### config.mk
export PLATFORM = sky130hd
export DESIGN_NAME = iq_mdu
export DESIGN_NICKNAME = d
export VERILOG_FILES = /design/src/source/mdu_pkg.sv /design/src/source/iq_entry_mdu.sv /design/src/source/iq_mdu.sv
export SDC_FILE = /design/constraint.sdc
export NUM_CORES = 1
export LEC_CHECK = 0
export BUFFER_PORTS_ARGS = -buffer_cell sky130_fd_sc_hd__buf_2
export CAP_MARGIN = 25
export CELL_PAD_IN_SITES_DETAIL_PLACEMENT = 1
export CELL_PAD_IN_SITES_GLOBAL_PLACEMENT = 1
export CORE_MARGIN = 10
export CORE_UTILIZATION = 40
export DETAILED_ROUTE_END_ITERATION = 16
export PLACE_DENSITY_LB_ADDON = 0.1
export SLEW_MARGIN = 0
export SYNTH_ARGS = -nofsm -noshare
export SYNTH_HDL_FRONTEND = slang
export SYNTH_SLANG_ARGS = --single-unit
### constraint.sdc
create_clock -name clk -period 3.55 [get_ports clk]
set_input_delay 0.355 -clock clk [delete_from_list [all_inputs] [get_ports clk]]
set_output_delay 0.355 -clock clk [all_outputs]
set_load 0.005 [all_outputs]
### src/source/mdu_pkg.sv
package mdu_pkg;

    typedef logic [31:0] xlen_t;   // data word
    typedef logic [5:0]  preg_t;   // physical register tag
    typedef logic [2:0]  funct3_t;

    // RV32M funct3 encodings, high-half multiplies not supported
    localparam funct3_t F3_MUL  = 3'b000;
    localparam funct3_t F3_DIV  = 3'b100;
    localparam funct3_t F3_DIVU = 3'b101;
    localparam funct3_t F3_REM  = 3'b110;
    localparam funct3_t F3_REMU = 3'b111;

    typedef enum logic [2:0] {
        OP_MUL,
        OP_DIV,
        OP_DIVU,
        OP_REM,
        OP_REMU
    } mdu_op_t;

    typedef enum logic [1:0] {
        DIV_IDLE,
        DIV_RUN,
        DIV_DONE
    } div_state_t;

    // wake sources: external, multiplier, divider
    localparam int WAKE_PORTS = 3;

endpackage

### src/source/iq_entry_mdu.sv
module iq_entry_mdu import mdu_pkg::*; (
    input  logic                    clk,
    input  logic                    rst,
    input  logic                    flush,
    input  logic                    enq_en,
    input  logic                    shift_en,
    input  mdu_op_t                 new_op,
    input  preg_t                   new_prs1,
    input  preg_t                   new_prs2,
    input  preg_t                   new_prd,
    input  logic                    new_rs1_rdy,
    input  logic                    new_rs2_rdy,
    input  logic                    up_valid,
    input  mdu_op_t                 up_op,
    input  preg_t                   up_prs1,
    input  preg_t                   up_prs2,
    input  preg_t                   up_prd,
    input  logic                    up_rs1_rdy,
    input  logic                    up_rs2_rdy,
    input  logic [WAKE_PORTS-1:0]   wake_valid,
    input  preg_t [WAKE_PORTS-1:0]  wake_tag,
    output mdu_op_t                 cur_op,
    output preg_t                   cur_prs1,
    output preg_t                   cur_prs2,
    output preg_t                   cur_prd,
    output logic                    cur_rs1_rdy,
    output logic                    cur_rs2_rdy,
    output logic                    valid,
    output logic                    rdy
);

    logic    nxt_valid;
    mdu_op_t nxt_op;
    preg_t   nxt_prs1;
    preg_t   nxt_prs2;
    preg_t   nxt_prd;
    logic    nxt_rs1_rdy;
    logic    nxt_rs2_rdy;
    logic    hit1;
    logic    hit2;

    // enqueue beats shift, so a slot refilled in a dequeue cycle takes the new op
    always_comb begin
        if (enq_en) begin
            {nxt_valid, nxt_op, nxt_prs1, nxt_prs2, nxt_prd} =
                {1'b1, new_op, new_prs1, new_prs2, new_prd};
            {nxt_rs1_rdy, nxt_rs2_rdy} = {new_rs1_rdy, new_rs2_rdy};
        end else if (shift_en) begin
            {nxt_valid, nxt_op, nxt_prs1, nxt_prs2, nxt_prd} =
                {up_valid, up_op, up_prs1, up_prs2, up_prd};
            {nxt_rs1_rdy, nxt_rs2_rdy} = {up_rs1_rdy, up_rs2_rdy};
        end else begin
            {nxt_valid, nxt_op, nxt_prs1, nxt_prs2, nxt_prd} =
                {valid, cur_op, cur_prs1, cur_prs2, cur_prd};
            {nxt_rs1_rdy, nxt_rs2_rdy} = {cur_rs1_rdy, cur_rs2_rdy};
        end
    end

    always_comb begin
        hit1 = 1'b0;
        hit2 = 1'b0;
        for (int p = 0; p < WAKE_PORTS; p++) begin
            hit1 = hit1 | (wake_valid[p] && wake_tag[p] == nxt_prs1);
            hit2 = hit2 | (wake_valid[p] && wake_tag[p] == nxt_prs2);
        end
    end

    always_ff @(posedge clk) begin
        if (rst || flush) begin
            valid       <= 1'b0;
            cur_rs1_rdy <= 1'b0;
            cur_rs2_rdy <= 1'b0;
        end else begin
            valid       <= nxt_valid;
            cur_rs1_rdy <= nxt_rs1_rdy | hit1;
            cur_rs2_rdy <= nxt_rs2_rdy | hit2;
        end
    end

    always_ff @(posedge clk) begin
        cur_op   <= nxt_op;
        cur_prs1 <= nxt_prs1;
        cur_prs2 <= nxt_prs2;
        cur_prd  <= nxt_prd;
    end

    assign rdy = valid && cur_rs1_rdy && cur_rs2_rdy;

endmodule

### src/source/iq_mdu.sv
module iq_mdu import mdu_pkg::*; #(
    parameter int QUEUE_LEN = 8
) (
    input  logic                          clk,
    input  logic                          rst,
    input  logic                          flush,
    input  logic                          enq_valid,
    input  mdu_op_t                       enq_op,
    input  preg_t                         enq_prs1,
    input  preg_t                         enq_prs2,
    input  preg_t                         enq_prd,
    input  logic                          enq_rs1_rdy,
    input  logic                          enq_rs2_rdy,
    input  logic [WAKE_PORTS-1:0]         wake_valid,
    input  preg_t [WAKE_PORTS-1:0]        wake_tag,
    input  logic                          deq_en,
    input  logic [$clog2(QUEUE_LEN)-1:0]  deq_idx,
    output logic [QUEUE_LEN-1:0]          req_vec,
    output logic [QUEUE_LEN-1:0]          div_vec,
    output logic                          full,
    output mdu_op_t                       iss_op,
    output preg_t                         iss_prs1,
    output preg_t                         iss_prs2,
    output preg_t                         iss_prd
);

    localparam int IDX_W = $clog2(QUEUE_LEN);

    logic [IDX_W:0] tail;      // number of occupied slots
    logic [IDX_W:0] new_tail;

    // one extra slot past the end, always empty, feeds the last shift
    mdu_op_t        op_q   [QUEUE_LEN+1];
    preg_t          prs1_q [QUEUE_LEN+1];
    preg_t          prs2_q [QUEUE_LEN+1];
    preg_t          prd_q  [QUEUE_LEN+1];
    logic [QUEUE_LEN:0] vld_q;
    logic [QUEUE_LEN:0] r1_q;
    logic [QUEUE_LEN:0] r2_q;

    assign op_q[QUEUE_LEN]   = OP_MUL;
    assign prs1_q[QUEUE_LEN] = '0;
    assign prs2_q[QUEUE_LEN] = '0;
    assign prd_q[QUEUE_LEN]  = '0;
    assign vld_q[QUEUE_LEN]  = 1'b0;
    assign r1_q[QUEUE_LEN]   = 1'b0;
    assign r2_q[QUEUE_LEN]   = 1'b0;

    assign new_tail = tail - {{IDX_W{1'b0}}, deq_en};
    assign full     = tail == (IDX_W+1)'(QUEUE_LEN);

    for (genvar i = 0; i < QUEUE_LEN; i++) begin : g_slot
        iq_entry_mdu u_entry (
            .clk         (clk),
            .rst         (rst),
            .flush       (flush),
            .enq_en      (enq_valid && new_tail == (IDX_W+1)'(i)),
            .shift_en    (deq_en && deq_idx <= IDX_W'(i)),
            .new_op      (enq_op),
            .new_prs1    (enq_prs1),
            .new_prs2    (enq_prs2),
            .new_prd     (enq_prd),
            .new_rs1_rdy (enq_rs1_rdy),
            .new_rs2_rdy (enq_rs2_rdy),
            .up_valid    (vld_q[i+1]),
            .up_op       (op_q[i+1]),
            .up_prs1     (prs1_q[i+1]),
            .up_prs2     (prs2_q[i+1]),
            .up_prd      (prd_q[i+1]),
            .up_rs1_rdy  (r1_q[i+1]),
            .up_rs2_rdy  (r2_q[i+1]),
            .wake_valid  (wake_valid),
            .wake_tag    (wake_tag),
            .cur_op      (op_q[i]),
            .cur_prs1    (prs1_q[i]),
            .cur_prs2    (prs2_q[i]),
            .cur_prd     (prd_q[i]),
            .cur_rs1_rdy (r1_q[i]),
            .cur_rs2_rdy (r2_q[i]),
            .valid       (vld_q[i]),
            .rdy         (req_vec[i])
        );
        assign div_vec[i] = vld_q[i] && op_q[i] != OP_MUL;
    end

    assign iss_op   = op_q[deq_idx];
    assign iss_prs1 = prs1_q[deq_idx];
    assign iss_prs2 = prs2_q[deq_idx];
    assign iss_prd  = prd_q[deq_idx];

    always_ff @(posedge clk) begin
        if (rst || flush) begin
            tail <= '0;
        end else begin
            tail <= new_tail + {{IDX_W{1'b0}}, enq_valid};
        end
    end

endmodule

### Yosys cells after proc, flatten, opt, wreduce, memory -nomap -nowiden

Index checks and enable logic that the tools add are counted.

* ROM bits: 0
* latch bits: 0
* RAM bits: 0
* bits of input ports: 52
* register bits: 196
* memories: 0
* word-level logic and storage cells: 403

* shift-type cells: 0
* equal/unequal tests: 56
* bitwise gates (word level): 49
* $mul: 0
* mux-type cells: 124
* reductions and logical operators: 106
* divide/modulo/power cells: 0
* $add $sub $neg: 2
* $lt $le $gt $ge: 9

Operators with widths (count)
* 6-bit 2-to-1 mux: 54
* 6-bit == test: 48
* 1-bit logical AND: 88
* 6-bit binary-select mux with 4-bit select: 3
* 3-bit 2-to-1 mux: 18
* 1-bit 2-to-1 mux: 48
* 1-bit OR: 48
* 3-bit nonzero test: 8
* 4-bit by 3-bit == test with 1-bit output (second input constant): 4
* 2-bit nonzero test: 8
* 3-bit binary-select mux with 4-bit select: 1
* 3-bit <= comparator (second input constant): 4
* 4-bit by 2-bit == test with 1-bit output (second input constant): 2
* 3-bit by 1-bit <= comparator with 1-bit output (second input constant): 2
* 3-bit by 2-bit <= comparator with 1-bit output (second input constant): 2
* 4-bit by 5-bit greater-or-equal comparator with 1-bit output (second input constant): 1
* 4-bit by 1-bit adder with 4-bit output: 1
* 4-bit by 1-bit == test with 1-bit output (second input constant): 1
* 4-bit == test (second input constant): 1
* 4-bit zero test: 1
* 3-bit NOT with 4-bit output: 1
* 4-bit by 1-bit subtractor with 4-bit output: 1
* 1-bit logical OR: 1

### Logic depth before layout (Yosys ltp)

Gate-level depths: netlist of the first run.

* word-level depth: 9
* depth in mapped cells: 13
* depth with buffers taken out: 11

### By module

A second synthesis of the first run with hierarchy kept.

* cell total of the unflattened synthesis: 1500
* area, all modules: 16309.4 um^2

Modules (own cells, without submodules)
* iq_entry_mdu: cells an instance 170, area each 1810.5 um^2, times used 8, sequential area each 570.5 um^2
* iq_mdu: cells an instance 140, area each 1825.5 um^2, times used 1, sequential area each 80.1 um^2

### Worst setup path before layout of the first run

OpenSTA, ideal clock, no wires.

* path type: input-to-reg
* start point: in deq_en
* end point: reg g_slot[5].u_entry.cur_rs2_rdy
* library setup time: 0.074 ns
* slack: 0.719 ns
* arrival time: 2.757 ns
* buffers on the path: 1
* cell stages on the path: 11
* path through: ha_1 -> ha_1 -> nand2b_1 -> o32a_2 -> a21boi_2 -> buf_6 -> mux2i_2 -> xor2_1 -> nand4_1 -> or4_1 -> a31oi_1

* longest elaborated chain between the ends: 9
* elaborated cells on any way between the ends: 17
* those cells by class: add/sub: 1; eq/ne: 4; mux: 4; bitwise: 3; reduce/logical: 5

Ends and longest elaborated chain
* start: declaration: RTL line iq_mdu.sv:16 `input logic deq_en,`
* 4-bit by 1-bit subtractor with 4-bit output: RTL line iq_mdu.sv:49 `assign new_tail = tail - {{IDX_W{1'b0}}, deq_en};`
* 4-bit by 3-bit == test with 1-bit output: RTL line iq_mdu.sv:57 `.enq_en (enq_valid && new_tail == (IDX_W+1)'(i)),`
* 1-bit logical AND: RTL line iq_mdu.sv:57
* 6-bit 2-to-1 mux: RTL line iq_entry_mdu.sv:44 `if (enq_en) begin`
* 6-bit == test: RTL line iq_entry_mdu.sv:64 `hit2 = hit2 | (wake_valid[p] && wake_tag[p] == nxt_prs2);`
* 1-bit logical AND: RTL line iq_entry_mdu.sv:64
* 1-bit OR (2 in series): RTL line iq_entry_mdu.sv:64
* 1-bit OR *: RTL line iq_entry_mdu.sv:76 `cur_rs2_rdy <= nxt_rs2_rdy | hit2;`
* end signal: assignment: RTL line iq_entry_mdu.sv:76
* end: declaration: RTL line iq_entry_mdu.sv:27 `output logic cur_rs2_rdy,`

Mark *: on every way between the ends. The rest lies on a longest branch, timed or not.
A chain may end at the register's enable or synchronous reset.

### Final worst setup path of the first run

* start point: reg tail[0]
* end point: reg g_slot[0].u_entry.cur_rs1_rdy

* longest elaborated chain between the ends: 9
* elaborated cells on any way between the ends: 14
* those cells by class: add/sub: 1; eq/ne: 3; mux: 2; bitwise: 3; reduce/logical: 5

Ends and longest elaborated chain
* start: declaration: RTL line iq_mdu.sv:29 `logic [IDX_W:0] tail;`
* start signal: assignment: RTL line iq_mdu.sv:95 `tail <= new_tail + {{IDX_W{1'b0}}, enq_valid};`
* 4-bit by 1-bit subtractor with 4-bit output *: RTL line iq_mdu.sv:49
* 4-bit zero test *: RTL line iq_mdu.sv:57
* 1-bit logical AND *: RTL line iq_mdu.sv:57
* 6-bit 2-to-1 mux: RTL line iq_entry_mdu.sv:44
* 6-bit == test: RTL line iq_entry_mdu.sv:63 `hit1 = hit1 | (wake_valid[p] && wake_tag[p] == nxt_prs1);`
* 1-bit logical AND: RTL line iq_entry_mdu.sv:63
* 1-bit OR (2 in series): RTL line iq_entry_mdu.sv:63
* 1-bit OR *: RTL line iq_entry_mdu.sv:75 `cur_rs1_rdy <= nxt_rs1_rdy | hit1;`
* end signal: assignment: RTL line iq_entry_mdu.sv:75
* end: declaration: RTL line iq_entry_mdu.sv:26 `output logic cur_rs1_rdy,`

Marks and branches as above.

==> results.md, run 1 <==
* Status: finished, final reports clean
* Slowest CP cell: o21ai_4
* Final Cycle Share at 0.952
* Initial Util at 0.407
* Syn avg cell area at 10.3 um2
* CP required at 3.95 ns
* Pin count of the biggest net entering global routing at 29
* Worst path cell trace: inv_1, ha_1, ha_1, or2_1, o32ai_4, buf_4, o21ai_4, mux2i_1, xor2_1, nand4_1, o41ai_1, o31a_1
* CP Data Arrival Time at 3.78 ns
* FF+latch count, synth at 196
* Layout cell share with drive strength beyond 1 at 0.305
* Mapped Area at 14500 um2
* Endpoints failing hold at 0
* Worst R2R Setup Slack at 0.17 ns
* Ys Warns at 0
* Commonest non-fill, non-tap cell in the layout: xnor2_1
* Worst hold path type: input pin to register
* H-tree levels at 4
* Clk sinks at 196
* Setup TNS at 0 ns
* Die Ht at 210 um
* CP startpoint kind: register
* Largest stage delay, worst path at 0.64 ns
* Top Ports at 90
* Total inserted antenna cells at 0
* CTS clock-pin slew for the worst setup and hold paths at 0.08 ns
* Die area at 44300 um2
* Congestion Overflow GR at 0
* Worst Path Max Fanout at 13
* Critical path class: register to register
* Crit path from: tail[0]
* Drt total wl at 52200 um
* Gate count after technology mapping at 1414
* Period minus WS final at 3.38 ns
* Global-route wire length before repair at 77200 um
* Worst-margin pin slew at 0.997 ns
* Slew headroom at 0.335
* Fmax at 0.296 GHz
* Antenna-violating nets left at 0
* Synthesis-to-layout area growth at 11.5%
* Leakage power at 6.78 nW
* Core Area at 35700 um2
* Post-layout util at 0.454
* Via density at 5.73
* TritonRoute pass-1 iters at 5
* TritonCTS buffer count at 17
* Vias in the first global route at 11.7k
* IO buf count at 89
* Nets at 1538
* Worst hold start: rst
* CTS tree: yes
* Sequential area share after synthesis at 0.320
* Final Slew Violations at 0
* WP buf/inv at 2
* Clock Latency Late Sink at 0.46 ns
* Mapped Nets at 1470
* Die X at 210 um
* Routability cong. at 0.858
* # fillers at 3959
* CP delay by family, top: compound AO/OA/AOI/OAI gates
* Total chip power at 0.00867 W
* Most frequent cells in the layout: 172 x xnor2_1, 130 x mux2_2, 124 x dfxtp_1, 120 x xor2_1, 119 x nand2_1
* Setup crit end kind: register
* Peak supply drop at 0.374 mV
* Post-DR wirelength/cell at 26.7 um
* Vias post-DR at 11.2k
* Clock Skew at 0.0102 ns
* Detailed Route Iter0 Violations at 937
* Synth async-reset ratio at 0
* Primary flip-flop cell chosen by synthesis mapping: dfxtp_1
* Post-synth EDFFs at 72
* Cts hold-fix bufs at 0
* DR DRC count at 0
* Pwr dens at 536 nW/um2
* CTS root buffer: clkbuf_16
* RR Startpoint: tail[0]
* Final setup fails at 0
* CTS max path bufs at 2
* Critical path's most frequent cell: ha_1
* Row cnt at 69
* Netlist cell types at 65
* Total track usage at 0.234
* Initial antenna violation count at 0
* HPWL Detailed at 38800 um
* Max cap viols at 0
[Yosys cell counts (22+ instances only)]
library cell / n / area share
nand4_1: 46 / 0.020
clkbuf_1: 49 / 0.013
inv_1: 99 / 0.026
nor4_1: 30 / 0.013
mux2_2: 130 / 0.10
edfxtp_1: 72 / 0.15
xor2_1: 120 / 0.072
mux2i_1: 56 / 0.039
nor2_1: 33 / 0.0085
dfxtp_1: 124 / 0.17
nand2_1: 119 / 0.031
mux2i_2: 44 / 0.042
buf_1: 28 / 0.0072
a21oi_1: 22 / 0.0076
mux4_2: 42 / 0.065
xnor2_1: 172 / 0.10
[what timing repair did]
item                       4_1_cts  5_1_grt
setup buffers                    0        7
setup endpoints to repair        0        4
gates resized for setup          0        6
[kinds of logic (layout without fill, tap and decap cells)]
group	after synthesis	count (layout)	synth area share
flops	196	196	0.320
simple gates	297	297	0.104
compound gates	130	130	0.0714
fa+ha+maj	4	4	0.00345
xor+xnor	292	292	0.176
mux	280	280	0.259
buf+inv	215	296	0.0655
[state kept, by name (all words and copies together), names as in the netlist]
signal	cells
g_slot.u_entry.cur_rs1_rdy	8
g_slot.u_entry.valid	8
g_slot.u_entry.cur_prs2	48
g_slot.u_entry.cur_rs2_rdy	8
tail	4
g_slot.u_entry.cur_op	24
g_slot.u_entry.cur_prs1	48
g_slot.u_entry.cur_prd	48
[worst register-to-register path, delay by kind of cell, from the launching register on]
family	cells	cell delay, ns
xor+xnor	1	0.18
simple gates	2	0.29
fa+ha+maj	2	0.52
buf+inv	2	0.26
compound gates	4	1.27
flops	1	0.30
mux	1	0.52
[path summary, 6_finish.rpt]
kind                                                      end  cells after the start
worst min-delay path            g_slot[5].u_entry.cur_rs1_rdy                      3
worst min register to register   g_slot[0].u_entry.cur_prd[1]                      2
worst max register to register  g_slot[0].u_entry.cur_rs1_rdy                     12
worst max-delay path            g_slot[0].u_entry.cur_rs1_rdy                     12
[metrics by stage]
stage | cell area, um2 | std cells | hold WS (ns) | setup slack (ns)
after CTS | 16100 | 1949 | 0.262 | 0.0973
after global routing | 16200 | 1956 | 0.278 | -0.00729
after global placement | 15500 | 1917 | 0.517 | 0.0894
after detailed placement | 15500 | 1917 | 0.542 | 0.0216
final | 16200 | 1956 | 0.280 | 0.172
after floorplan | 14500 | 1414 | 0.495 | 0.719
[final cells by class]
type	instances	area, um2	area share
Multi-Input combinational cell	1003	8950	0.553
Sequential cell	196	4640	0.287
Timing Repair Buffer	162	1070	0.0662
Tap cell	461	577	0.0356
Clock buffer	18	439	0.0271
Inverter	102	383	0.0237
Clock inverter	14	115	0.00711
[metal layers]
metal,global-route usage,vias to the layer above,share of wire
met3,0.0289,51,0.043
met1,0.330,5786,0.48
met4,0.0664,0,0.018
li1,-,5097,-
met5,0,-,0
met2,0.367,275,0.46
[power by group]
part           switching [W]  internal (W)
clock               0.000997      0.000937
sequential          0.000348       0.00278
combinational        0.00193       0.00169
No activity file was read; power rests on OpenSTA's default activity.
==> run 2, diff against run 1 <==
- BUFFER_PORTS_ARGS: -buffer_cell sky130_fd_sc_hd__buf_2 -> unset
- DONT_BUFFER_PORTS: unset -> 1
==> results.md, run 2 (synthesis gave the netlist of run 1 again) <==
* Hold EP: g_slot[7].u_entry.cur_prs2[2]
* Nets at 1414 (-8.1%)
* Vias in the first global route at 11.1k (-5.5%)
* Leakage power at 6.22 nW (-8.2%)
* CTS resizes at 0 (unchanged)
* Global-route wire length before repair at 77500 um (+0.40%)
* IO buf count at 0 (-100%)
* Critical path class: register to register
* Biggest regs: g_slot.u_entry.cur_prd (48), g_slot.u_entry.cur_prs1 (48), g_slot.u_entry.cur_prs2 (48)
* Worst-margin pin slew at 0.942 ns (-0.0558 ns)
* WP buf/inv at 2 (unchanged)
* Cts hold-fix bufs at 0 (unchanged)
* Clock Skew at 0.00934 ns (-0.000895 ns)
* Final Slew Violations at 0 (unchanged)
* Endpoints failing hold at 0 (unchanged)
* Drt total wl at 52900 um (+1.4%)
* CP required at 3.95 ns (about the same)
* Routability cong. at 0.877 (+2.2%)
* Reg power frac at 0.373 (+0.012)
* Synthesis-to-layout area growth at 6.33%
* Die X at 210 um (unchanged)
* Comb pwr share at 0.387 (-0.029)
* Post-DR wirelength/cell at 28.9 um (+8.2%)
* CTS tree: yes
* CTS max path bufs at 2 (unchanged)
* Clk sinks at 196 (unchanged)
* H-tree levels at 4 (unchanged)
* Worst hold path type: input pin to register
* Worst R2R Setup Slack at 0.25 ns (+0.08 ns)
* Pin count of the biggest net entering global routing at 52 (+79%)
* CP delay by family, top: compound AO/OA/AOI/OAI gates
* Pint at 0.00535 W (-0.99%)
* Initial Util at 0.407 (unchanged)
* RR Startpoint: tail[0]
* Worst Reg2Reg Path Length in Cells at 12 (unchanged)
* Total track usage at 0.238 (+0.00424)
* CP Data Arrival Time at 3.71 ns (-0.07 ns)
* CTS clock-pin slew for the worst setup and hold paths at 0.08 ns (about the same)
* Top Ports at 90 (unchanged)
* Row cnt at 69 (unchanged)
* CP startpoint kind: register
* Clock power share at 0.240 (+0.017)
* Sw Share at 0.360 (-0.0174)
* Period minus WS final at 3.30 ns (-0.0755 ns)
* Core Area at 35700 um2 (unchanged)
* Final Cycle Share at 0.930 (-0.0213)
* TritonRoute pass-1 iters at 5 (unchanged)
* Vias post-DR at 10.8k (-3.3%)
* Total inserted antenna cells at 0 (unchanged)
* Die Ht at 210 um (unchanged)
* Via density at 5.92 (+3.2%)
* Commonest non-fill, non-tap cell in the layout: xnor2_1
* Die area at 44300 um2 (unchanged)
* Layout cell share with drive strength beyond 1 at 0.237 (-0.0680)
* Critical path's most frequent cell: ha_1
* Fmax at 0.303 GHz (+2.3%)
* Post-CTS Setup Bufs at 0 (unchanged)
* Congestion Overflow GR at 0 (unchanged)
* Pwr dens at 542 nW/um2 (+1.0%)
* Setup crit end kind: register
* Clock Latency Late Sink at 0.47 ns (about the same)
* Dpl cell area at 14900 um2 (-4.3%)
* Slowest CP cell: o32ai_4
* Switching power at 0.00301 W (-8.1%)
* Max cap viols at 0 (unchanged)
* Antenna-violating nets left at 0 (unchanged)
* Status: finished, final reports clean
* RSZ-0062 raised after global routing: no
* Worst Path Max Fanout at 7 (-6)
* Largest stage delay, worst path at 0.47 ns (-0.17 ns)
* R2r endpoint: g_slot[2].u_entry.cur_rs1_rdy
* Design area at 15400 um2 (-4.7%)
* Slew headroom at 0.372 (+0.0366)
* Most frequent cells in the layout: 172 x xnor2_1, 130 x mux2_2, 124 x dfxtp_1, 120 x xor2_1, 119 x nand2_1
* Hold Crit Depth at 2 (-1)
* Final setup fails at 0 (unchanged)
* # fillers at 3914 (-1.1%)
* Setup TNS at 0 ns (unchanged)
* TritonCTS buffer count at 17 (unchanged)
* Detailed Route Iter0 Violations at 1073 (+15%)
* CTS root buffer: clkbuf_16
* Worst path cell trace: inv_1, ha_1, ha_1, or2_1, o32ai_4, o21a_1, nor2_1, a21oi_1, buf_4, xnor2_1, nor4_1, o31a_1
* DR DRC count at 0 (unchanged)
* HPWL Detailed at 37300 um (-3.8%)
* Peak supply drop at 0.402 mV (+7.4%)
* Post-layout util at 0.433 (-0.0211)
* Initial antenna violation count at 0 (unchanged)
* Worst hold start: enq_prs2[2]
==> run 2: metrics by stage <==
| stage | power, W | hold slack [ns] | cells | setup WS (ns) |
|---|---|---|---|---|
| final | 0.00836 | 0.0377 | 1832 | 0.247 |
| after global routing | 0.00881 | 0.0340 | 1832 | 0.0268 |
| after CTS | 0.00838 | 0.0152 | 1832 | 0.248 |
| after detailed placement | 0.00636 | 0.508 | 1800 | 0.236 |
| after global placement | 0.00629 | 0.494 | 1800 | 0.288 |
| after floorplan | 0.00568 | 0.495 | 1414 | 0.719 |
==> run 2: layout make-up <==
| class | instances | area (um2) | share of cell area |
|---|---|---|---|
| clock buffer | 18 | 429 | 0.0278 |
| clock inverter | 14 | 140 | 0.00908 |
| inverter | 102 | 383 | 0.0248 |
| multi-input combinational | 1003 | 8930 | 0.579 |
| sequential | 196 | 4640 | 0.301 |
| tap | 461 | 577 | 0.0374 |
| timing repair buffer | 38 | 323 | 0.0209 |
==> run 2: metal layers <==
| layer | part of all wire | global-route usage | vias to the layer above |
|---|---|---|---|
| li1 | - | - | 4838 |
| met1 | 0.48 | 0.341 | 5612 |
| met2 | 0.44 | 0.359 | 338 |
| met3 | 0.063 | 0.0438 | 50 |
| met4 | 0.016 | 0.0632 | 0 |
| met5 | 0 | 0 | - |
==> run 2: how the worst max path moves through the flow <==
stage                     cells past startpoint  slack (ns)  startpoint                             to
after CTS                                    11        0.25     tail[0]  g_slot[0].u_entry.cur_rs2_rdy
after detailed placement                     10        0.24      deq_en  g_slot[0].u_entry.cur_rs2_rdy
after floorplan                              11        0.72      deq_en  g_slot[5].u_entry.cur_rs2_rdy
after global placement                       10        0.29      deq_en  g_slot[0].u_entry.cur_rs2_rdy
final                                        12        0.25     tail[0]  g_slot[2].u_entry.cur_rs1_rdy
after global routing                         11        0.03     tail[0]  g_slot[0].u_entry.cur_rs1_rdy
==> run 2: power by group through the flow <==
stage,sequential (W),combinational [W],clock [W]
global route,0.00317,0.00350,0.00213
floorplan,0.00300,0.00268,0
detailed placement,0.00316,0.00321,0
CTS,0.00311,0.00323,0.00205
global placement,0.00315,0.00315,0
finish,0.00312,0.00323,0.00201
